==> src/alu_cfg_pkg.sv <==
// ----------------------------------------
// ALU datapath configuration
// Word width, shift amount width and the
// geometry of the polar lanes
// ----------------------------------------

package alu_cfg_pkg;

    // Data word
    localparam int XLEN = 32;
    typedef logic [XLEN-1:0] xlen_t;

    // Shift amount bits taken from operand B
    localparam int SHAMT_W = $clog2(XLEN);

    // Polar lanes, one per byte of the word
    localparam int LANE_W = 8;
    localparam int LANES = XLEN / LANE_W;
    typedef logic signed [LANE_W-1:0] lane_t;

    // Symmetric clamp for the polar add and subtract
    localparam int SAT_MAX = (2 ** (LANE_W - 1)) - 1;

endpackage

==> src/alu_op_pkg.sv <==
// ----------------------------------------
// ALU operation codes
// Numeric order is fixed, the trace vectors
// use the raw codes
// ----------------------------------------

package alu_op_pkg;

    typedef enum logic [4:0] {
        // Adder and logic
        ADD       = 5'd0,
        SUB       = 5'd1,
        XORL      = 5'd2,
        ORL       = 5'd3,
        ANDL      = 5'd4,
        XNOR      = 5'd5,
        ORN       = 5'd6,
        ANDN      = 5'd7,
        // Shifts and set-less-than
        SLL       = 5'd8,
        SRL       = 5'd9,
        SRA       = 5'd10,
        SLTS      = 5'd11,
        SLTU      = 5'd12,
        // Branch comparisons
        EQ        = 5'd13,
        NE        = 5'd14,
        LTS       = 5'd15,
        LTU       = 5'd16,
        GES       = 5'd17,
        GEU       = 5'd18,
        // Polar decoding, per 8-bit lane
        PL_F      = 5'd19,
        PL_G      = 5'd20,
        PL_R      = 5'd21,
        PL_DECODE = 5'd22
    } alu_op_e;

endpackage

==> src/alu_adder_compare.sv <==
// ----------------------------------------
// Shared adder and comparison unit
// Add/subtract with carry-in, less-than for
// SLT and branches, branch resolution
// ----------------------------------------

module alu_adder_compare (
    input  logic                clk_i,
    input  logic                rst_n_i,
    input  alu_op_pkg::alu_op_e op_i,
    input  alu_cfg_pkg::xlen_t  operand_a_i,
    input  alu_cfg_pkg::xlen_t  operand_b_i,
    output alu_cfg_pkg::xlen_t  adder_result_o,
    output alu_cfg_pkg::xlen_t  operand_b_eff_o,
    output logic                less_o,
    output logic                branch_res_o
);
    import alu_cfg_pkg::*;
    import alu_op_pkg::*;

    logic negate_b;
    logic signed_cmp;
    logic adder_zero;

    // Operand B is inverted for subtraction and the N logic variants
    always_comb begin
        unique case (op_i)
            SUB, EQ, NE, ANDN, ORN, XNOR: negate_b = 1'b1;
            default:                      negate_b = 1'b0;
        endcase
    end

    assign operand_b_eff_o = negate_b ? ~operand_b_i : operand_b_i;

    // Two's complement via carry-in
    assign adder_result_o = operand_a_i + operand_b_eff_o + {{(XLEN-1){1'b0}}, negate_b};
    assign adder_zero     = ~|adder_result_o;

    // ----------------------------------------
    // Less-than, one extra bit picks the sign
    // ----------------------------------------
    assign signed_cmp = (op_i == SLTS) || (op_i == LTS) || (op_i == GES);

    assign less_o = $signed({signed_cmp & operand_a_i[XLEN-1], operand_a_i}) <
                    $signed({signed_cmp & operand_b_i[XLEN-1], operand_b_i});

    always_comb begin
        case (op_i)
            EQ:       branch_res_o = adder_zero;
            NE:       branch_res_o = ~adder_zero;
            LTS, LTU: branch_res_o = less_o;
            GES, GEU: branch_res_o = ~less_o;
            default:  branch_res_o = 1'b1;
        endcase
    end

    // Non-branch operations never report a failed comparison
    a_branch_idle : assert property (
        @(posedge clk_i) disable iff (!rst_n_i)
        !(op_i inside {EQ, NE, LTS, LTU, GES, GEU}) |-> branch_res_o
    );

endmodule

==> src/alu_result_mux.sv <==
// ----------------------------------------
// ALU result multiplexer
// Logic operations and the choice of the
// producer word per operation
// ----------------------------------------

module alu_result_mux (
    input  logic                clk_i,
    input  logic                rst_n_i,
    input  alu_op_pkg::alu_op_e op_i,
    input  alu_cfg_pkg::xlen_t  operand_a_i,
    input  alu_cfg_pkg::xlen_t  operand_b_eff_i,
    input  alu_cfg_pkg::xlen_t  adder_result_i,
    input  alu_cfg_pkg::xlen_t  shift_result_i,
    input  alu_cfg_pkg::xlen_t  polar_result_i,
    input  logic                less_i,
    output alu_cfg_pkg::xlen_t  result_o
);
    import alu_cfg_pkg::*;
    import alu_op_pkg::*;

    xlen_t and_result;
    xlen_t or_result;
    xlen_t xor_result;

    // B is already inverted for the N variants
    assign and_result = operand_a_i & operand_b_eff_i;
    assign or_result  = operand_a_i | operand_b_eff_i;
    assign xor_result = operand_a_i ^ operand_b_eff_i;

    always_comb begin
        unique case (op_i)
            ADD, SUB:                      result_o = adder_result_i;
            ANDL, ANDN:                    result_o = and_result;
            ORL, ORN:                      result_o = or_result;
            XORL, XNOR:                    result_o = xor_result;
            SLL, SRL, SRA:                 result_o = shift_result_i;
            SLTS, SLTU:                    result_o = {{(XLEN-1){1'b0}}, less_i};
            PL_F, PL_G, PL_R, PL_DECODE:   result_o = polar_result_i;
            // Branches only report through the branch flag
            EQ, NE, LTS, LTU, GES, GEU:    result_o = '0;
            default:                       result_o = '0;
        endcase
    end

    // All producers must settle to known values
    a_result_known : assert property (
        @(posedge clk_i) disable iff (!rst_n_i)
        !$isunknown(result_o)
    );

endmodule

==> src/alu_shifter.sv <==
// ----------------------------------------
// Barrel shifter
// One arithmetic right shifter, left shifts
// go through bit reversal on both sides
// ----------------------------------------

module alu_shifter (
    input  alu_op_pkg::alu_op_e op_i,
    input  alu_cfg_pkg::xlen_t  operand_a_i,
    input  alu_cfg_pkg::xlen_t  operand_b_i,
    output alu_cfg_pkg::xlen_t  shift_result_o
);
    import alu_cfg_pkg::*;
    import alu_op_pkg::*;

    logic               shift_left;
    logic               shift_arith;
    logic [SHAMT_W-1:0] shamt;
    xlen_t              operand_a_rev;
    xlen_t              shift_in;
    logic [XLEN:0]      shift_ext;
    xlen_t              right_result;
    xlen_t              left_result;

    assign shift_left  = (op_i == SLL);
    assign shift_arith = (op_i == SRA);

    // Upper bits of operand B are ignored
    assign shamt = operand_b_i[SHAMT_W-1:0];

    for (genvar k = 0; k < XLEN; k++) begin : gen_rev
        assign operand_a_rev[k] = operand_a_i[XLEN-1-k];
        assign left_result[k]   = right_result[XLEN-1-k];
    end

    assign shift_in = shift_left ? operand_a_rev : operand_a_i;

    // Sign fill only for SRA, zero otherwise
    assign shift_ext    = {shift_arith & shift_in[XLEN-1], shift_in};
    assign right_result = XLEN'($signed(shift_ext) >>> shamt);

    assign shift_result_o = shift_left ? left_result : right_result;

endmodule

==> src/alu_top.sv <==
// ----------------------------------------
// ALU top level
// Adder, shifter and polar unit in parallel
// feeding the result multiplexer
// ----------------------------------------

module alu_top (
    input  logic                clk_i,
    input  logic                rst_n_i,
    input  alu_op_pkg::alu_op_e op_i,
    input  alu_cfg_pkg::xlen_t  operand_a_i,
    input  alu_cfg_pkg::xlen_t  operand_b_i,
    input  alu_cfg_pkg::xlen_t  imm_i,
    output alu_cfg_pkg::xlen_t  result_o,
    output logic                branch_res_o
);
    import alu_cfg_pkg::*;

    xlen_t adder_result;
    xlen_t operand_b_eff;
    xlen_t shift_result;
    xlen_t polar_result;
    logic  less;

    alu_adder_compare i_adder_compare (
        .clk_i           (clk_i),
        .rst_n_i         (rst_n_i),
        .op_i            (op_i),
        .operand_a_i     (operand_a_i),
        .operand_b_i     (operand_b_i),
        .adder_result_o  (adder_result),
        .operand_b_eff_o (operand_b_eff),
        .less_o          (less),
        .branch_res_o    (branch_res_o)
    );

    alu_shifter i_shifter (
        .op_i           (op_i),
        .operand_a_i    (operand_a_i),
        .operand_b_i    (operand_b_i),
        .shift_result_o (shift_result)
    );

    polar_lane_unit i_polar (
        .clk_i          (clk_i),
        .rst_n_i        (rst_n_i),
        .op_i           (op_i),
        .operand_a_i    (operand_a_i),
        .operand_b_i    (operand_b_i),
        .imm_i          (imm_i),
        .polar_result_o (polar_result)
    );

    alu_result_mux i_result_mux (
        .clk_i           (clk_i),
        .rst_n_i         (rst_n_i),
        .op_i            (op_i),
        .operand_a_i     (operand_a_i),
        .operand_b_eff_i (operand_b_eff),
        .adder_result_i  (adder_result),
        .shift_result_i  (shift_result),
        .polar_result_i  (polar_result),
        .less_i          (less),
        .result_o        (result_o)
    );

endmodule

==> src/polar_lane_unit.sv <==
// ----------------------------------------
// Polar decoding unit
// F, G, R and DECODE on each 8-bit lane,
// G clamps to +/-127
// ----------------------------------------

module polar_lane_unit (
    input  logic                clk_i,
    input  logic                rst_n_i,
    input  alu_op_pkg::alu_op_e op_i,
    input  alu_cfg_pkg::xlen_t  operand_a_i,
    input  alu_cfg_pkg::xlen_t  operand_b_i,
    input  alu_cfg_pkg::xlen_t  imm_i,
    output alu_cfg_pkg::xlen_t  polar_result_o
);
    import alu_cfg_pkg::*;
    import alu_op_pkg::*;

    lane_t [LANES-1:0] lane_res;

    // Clamp a 9-bit sum into the lane range
    function automatic lane_t sat_lane(input logic signed [LANE_W:0] value);
        if (value > SAT_MAX) begin
            return lane_t'(SAT_MAX);
        end else if (value < -SAT_MAX) begin
            return lane_t'(-SAT_MAX);
        end
        return value[LANE_W-1:0];
    endfunction

    for (genvar i = 0; i < LANES; i++) begin : gen_lane
        lane_t                   a_l;
        lane_t                   b_l;
        lane_t                   imm_l;
        logic [LANE_W-1:0]       abs_a;
        logic [LANE_W-1:0]       abs_b;
        logic [LANE_W-1:0]       mag;
        logic                    sign_diff;
        logic signed [LANE_W:0]  sum;
        logic signed [LANE_W:0]  diff;
        lane_t                   f_res;
        lane_t                   g_res;
        lane_t                   r_res;
        lane_t                   dec_res;
        lane_t                   sel;

        assign a_l   = operand_a_i[i*LANE_W +: LANE_W];
        assign b_l   = operand_b_i[i*LANE_W +: LANE_W];
        assign imm_l = imm_i[i*LANE_W +: LANE_W];

        // F: smaller magnitude, sign from the product of signs
        assign abs_a     = a_l[LANE_W-1] ? -a_l : a_l;
        assign abs_b     = b_l[LANE_W-1] ? -b_l : b_l;
        assign sign_diff = a_l[LANE_W-1] ^ b_l[LANE_W-1];
        assign mag       = (abs_a > abs_b) ? abs_b : abs_a;
        assign f_res     = sign_diff ? -mag : mag;

        // G: one extra bit keeps the overflow visible
        assign sum   = (LANE_W+1)'(a_l) + (LANE_W+1)'(b_l);
        assign diff  = (LANE_W+1)'(b_l) - (LANE_W+1)'(a_l);
        assign g_res = (imm_l == '0) ? sat_lane(sum) : sat_lane(diff);

        // Frozen-bit control comes from the low byte of B
        assign r_res   = (operand_b_i[LANE_W-1:0] == LANE_W'(1)) ? '0 :
                         (a_l[LANE_W-1] ? lane_t'(1) : '0);
        assign dec_res = (operand_b_i[LANE_W-1:0] == '0) ? a_l : '0;

        always_comb begin
            unique case (op_i)
                PL_F:      sel = f_res;
                PL_G:      sel = g_res;
                PL_R:      sel = r_res;
                PL_DECODE: sel = dec_res;
                default:   sel = '0;
            endcase
        end

        assign lane_res[i] = sel;

        // Saturation is symmetric, -128 must never appear
        a_g_no_min : assert property (
            @(posedge clk_i) disable iff (!rst_n_i)
            (op_i == PL_G) |-> (lane_res[i] != lane_t'(-SAT_MAX - 1))
        );
    end

    assign polar_result_o = lane_res;

endmodule

==> config.mk <==
export PLATFORM = sky130hd
export DESIGN_NAME = alu_top
export DESIGN_NICKNAME = d
export VERILOG_FILES = /design/src/alu_cfg_pkg.sv /design/src/alu_op_pkg.sv /design/src/alu_adder_compare.sv /design/src/alu_result_mux.sv /design/src/alu_shifter.sv /design/src/alu_top.sv /design/src/polar_lane_unit.sv
export SDC_FILE = /design/constraint.sdc
export NUM_CORES = 1
export LEC_CHECK = 0
export ABC_AREA = 1
export BUFFER_PORTS_ARGS = -buffer_cell sky130_fd_sc_hd__buf_2
export CAP_MARGIN = 40
export CELL_PAD_IN_SITES_DETAIL_PLACEMENT = 2
export CELL_PAD_IN_SITES_GLOBAL_PLACEMENT = 2
export CORE_MARGIN = 1
export CORE_UTILIZATION = 32
export DETAILED_ROUTE_END_ITERATION = 7
export PLACE_DENSITY_LB_ADDON = 0.12
export SETUP_SLACK_MARGIN = 0.5
export SLEW_MARGIN = 10
export SYNTH_ARGS = -nofsm -noshare
export SYNTH_HDL_FRONTEND = slang
export SYNTH_SLANG_ARGS = --single-unit
==> constraint.sdc <==
create_clock -name vclk -period 5.2
set_input_delay 0.78 -clock vclk [all_inputs]
set_output_delay 0.78 -clock vclk [all_outputs]
set_load 0.005 [all_outputs]
==> results of run 1 <==
cells by family after synthesis:
kind of cell / share of synthesized area
muxes: 0.000678
and+or+nand+nor: 0.420
adders and majority gates: 0.188
xor gates and xnor gates: 0.0652
AOI/OAI and AO/OA: 0.196
buffers and inverters: 0.130
timing repair:
action / in CTS
buffers inserted: 68
endpoints found under the setup margin: 33
pin swaps: 138
gates cloned: 3
resized for setup: 426
stage by stage:
stage	hold WS (ps)	utilization	std cells	setup TNS, ps	instance area, um^2
after CTS	2260	0.425	3667	0	19300
after detailed placement	2240	0.377	3596	-870	17200
after global placement	2220	0.377	3596	0	17200
after floorplan	1730	-	2770	0	14800
metal layers:
layer / overflow / global-route usage
met1: 6 / 0.758
met2: 194 / 0.971
met3: 12 / 0.588
met4: 171 / 0.800
met5: 3 / 0.242
==> flow_metrics.env, run 1 <==
export IMPL_outcome="stopped before the end"
export IMPL_haltStage="global routing (5_1_grt)"
export IMPL_toolErrorMsg="[ERROR GRT-0232] Routing congestion too high. Check the congestion heatmap in the GUI."
export IMPL_pre_cts_ws_ps=-355
export IMPL_synth_cell_types=56
export IMPL_synth_seq_area_share=0
export IMPL_crit_endpoint="result_o[17]"
export IMPL_die_y_um=217
export IMPL_synth_fp_nets=3090
export IMPL_dp_hpwl_um=76700
export IMPL_port_buffers=134
export IMPL_pin_count=136
export IMPL_syn_area_per_cell_um2=5.33
export IMPL_yosys_warnings=0
export IMPL_ys_top_cells_by_area="nand2_1 22%, ha_1 18%, inv_1 9.3%, nand3_1 8.7%, xor2_1 6.2%"
export IMPL_fp_dieW_um=217
export IMPL_routabilityCongestion=1.02
export IMPL_synth_most_common_cell="nand2_1"
export IMPL_synth_top_area_frac=0.220
export IMPL_ctsHoldBuffers=0
export IMPL_yosys_top_cells_count="867 x nand2_1, 366 x inv_1, 257 x nand3_1"
export IMPL_endpoint_type="primary output"
export IMPL_synth_cell_area_um2=14800
export IMPL_grt_overflow=386
export IMPL_syn_inst=2770
export IMPL_row_count=78
export IMPL_start_util=0.325
export IMPL_synth_area_leader_cell="nand2_1"
export IMPL_grt_start_max_net_pins=44
export IMPL_grt_use_total=0.772
==> run 2: changes to the inputs <==
CELL_PAD_IN_SITES_DETAIL_PLACEMENT = unset   (was 2)
CELL_PAD_IN_SITES_GLOBAL_PLACEMENT = unset   (was 2)
CORE_UTILIZATION = 29   (was 32)
PLACE_DENSITY_LB_ADDON = 0.15   (was 0.12)
SETUP_SLACK_MARGIN = unset   (was 0.5)
==> flow_metrics.env, run 2 <==
export IMPL_outcome="completed"
export IMPL_fp_dieW_um=228
export IMPL_worstMarginPinSlew_ps=724
export IMPL_antenna_found_initial=2
export IMPL_yosys_top_cells_count="867 x nand2_1, 366 x inv_1, 257 x nand3_1"
export IMPL_critical_path_class="input port to output port"
export IMPL_power_switching_mw=1.59
export IMPL_viasPerCell=5.29
export IMPL_setup_ws_ps=156
export IMPL_slew_viol_final=0
export IMPL_dp_hpwl_um=61800
export IMPL_cp_max_fo=11
export IMPL_p_sw_frac=0.654
export IMPL_die_y_um=228
export IMPL_p_seq_frac=0
export IMPL_setup_viol=0
export IMPL_pin_count=136
export IMPL_final_net_count=3292
export IMPL_fin_util=0.348
export IMPL_cap_violations=0
export IMPL_intPower_mw=0.843
export IMPL_arrival_ps=4260
export IMPL_synth_top_area_frac=0.220
export IMPL_combPwrFrac=1.000
export IMPL_drc_errors=0
export IMPL_grt_start_max_net_pins=44
export IMPL_crit_path_start_kind="input port"
export IMPL_hold_path_depth=7
export IMPL_row_count=82
export IMPL_synth_seq_area_share=0
export IMPL_synth_area_leader_cell="nand2_1"
export IMPL_n_clock_buffer=0
export IMPL_ys_top_cells_by_area="nand2_1 22%, ha_1 18%, inv_1 9.3%, nand3_1 8.7%, xor2_1 6.2%"
export IMPL_pre_cts_ws_ps=31.5
export IMPL_routabilityCongestion=1.03
export IMPL_power_mw=2.44
export IMPL_core_um2=50200
export IMPL_endpoint_kind="output port"
export IMPL_worst_slew_margin_rel=0.515
export IMPL_port_buffers=134
export IMPL_clkPwrFrac=0
export IMPL_synthToLayoutAreaGrowth_pct=18.2
export IMPL_wl_per_cell_um=20.3
export IMPL_seq_cell_count=0
export IMPL_ir_drop_mv=0.0582
export IMPL_routed_wl_um=73900
export IMPL_final_cell_mix="858 x nand2_1, 361 x inv_1, 256 x nand3_1, 205 x ha_1, 172 x nor2_1"
export IMPL_grt_use_total=0.273
export IMPL_fin_crit_sh=0.970
export IMPL_final_common_cell="nand2_1"
export IMPL_power_density_nw_per_um2=140
export IMPL_seq_area_um2=0
export IMPL_finalHoldViolations=0
export IMPL_yosys_warnings=0
export IMPL_grt_overflow=0
export IMPL_drtIter0Drc=1851
export IMPL_synth_cell_types=56
export IMPL_ant_nets=0
export IMPL_start_util=0.294
export IMPL_dr_pass1_iters=7
export IMPL_leakage_nw=9.47
export IMPL_synth_most_common_cell="nand2_1"
export IMPL_cp_required_ps=4420
export IMPL_synth_cell_area_um2=14800
export IMPL_grt_pass1_wl_um=110000
export IMPL_fmax_mhz=198
export IMPL_vias=19300
export IMPL_synth_fp_nets=3090
export IMPL_worst_hold_path_type="input port to output port"
export IMPL_die_area_um2=51800
export IMPL_drive_gt1_frac=0.138
export IMPL_grt_pass1_vias=18200
export IMPL_syn_inst=2770
export IMPL_syn_area_per_cell_um2=5.33
export IMPL_min_period_ps=5040
run 2: cell counts after synthesis:
No cell type changed its count.
run 2: area by class of cell:
type               count  area, um^2
inverters            386        1450
diodes                 1        2.50
fillers             5753       32700
multi-input cells   2291       13200
repair buffers       293        1960
well taps            672         841
run 2: kinds of logic (layout without fill, tap and decap cells):
group                      count (synthesis)  count (layout)  share of synthesized area
adders and majority gates                217             217                      0.188
AOI/OAI and AO/OA                        502             502                      0.196
muxes                                      1               1                   0.000678
xor gates and xnor gates                 110             110                     0.0652
buffers and inverters                    479             679                      0.130
other                                      0               1                          0
and+or+nand+nor                         1461            1461                      0.420
run 2: worst max-delay path, stage by stage:
cell and delay (ps):
buf_2 200, clkinv_1 120, ha_1 210, inv_1 70
nor2_1 70, a21oi_1 210, xor2_1 210, inv_1 70
ha_1 270, nand2_1 60, nor2_1 190, nand4_1 160
nand2_2 140, buf_4 180, nand2_1 60, nand2_1 110
inv_1 70, nand3_1 130, nand3_1 80, nand2_1 80
o21ai_0 80, nor2_2 180, nand3b_1 260, buf_2 220
run 2: routing by layer:
layer	vias to the layer above	part of all wire	track usage	wire length, um
li1	9490	-	-	-
met1	8963	0.44	0.365	32400
met2	700	0.46	0.462	33700
met3	128	0.066	0.0223	4870
met4	2	0.039	0.0851	2890
met5	-	0.00016	0	12
run 2: final timing paths:
kind                            to  slack [ps]       startpoint
worst max-delay path   result_o[3]         160   operand_b_i[0]
worst min-delay path  result_o[13]        2200  operand_a_i[13]
run 2: power by group through the flow:
| stage | sequential (mW) | combinational (mW) | clock [mW] |
|---|---|---|---|
| 6_report | 0 | 2.44 | 0.0000000259 |
| 5_1_grt | 0 | 2.70 | 0 |
| 4_1_cts | 0 | 2.32 | 0 |
| 3_5_place_dp | 0 | 2.31 | 0 |
| 3_3_place_gp | 0 | 2.30 | 0 |
| 2_1_floorplan | 0 | 1.48 | 0 |
run 2: through the flow:
stage | instance area [um^2] | hold WS, ps | TNS (ps) | std cells
after global routing | 17500 | 2260 | -60.9 | 3642
final | 17500 | 2200 | 0 | 3643
after global placement | 17000 | 2190 | 0 | 3633
after CTS | 17000 | 2190 | 0 | 3633
after detailed placement | 17000 | 2190 | 0 | 3633
after floorplan | 14800 | 1730 | 0 | 2770
run 2: timing repair:
action                                  in CTS  in global routing
hold buffers                                 0                  0
gates resized for setup                      0                 84
hold endpoints to repair                     0                  0
buffers inserted                             0                  7
endpoints found under the setup margin       0                 25
Note: power is estimated with default switching activity, not from simulation.
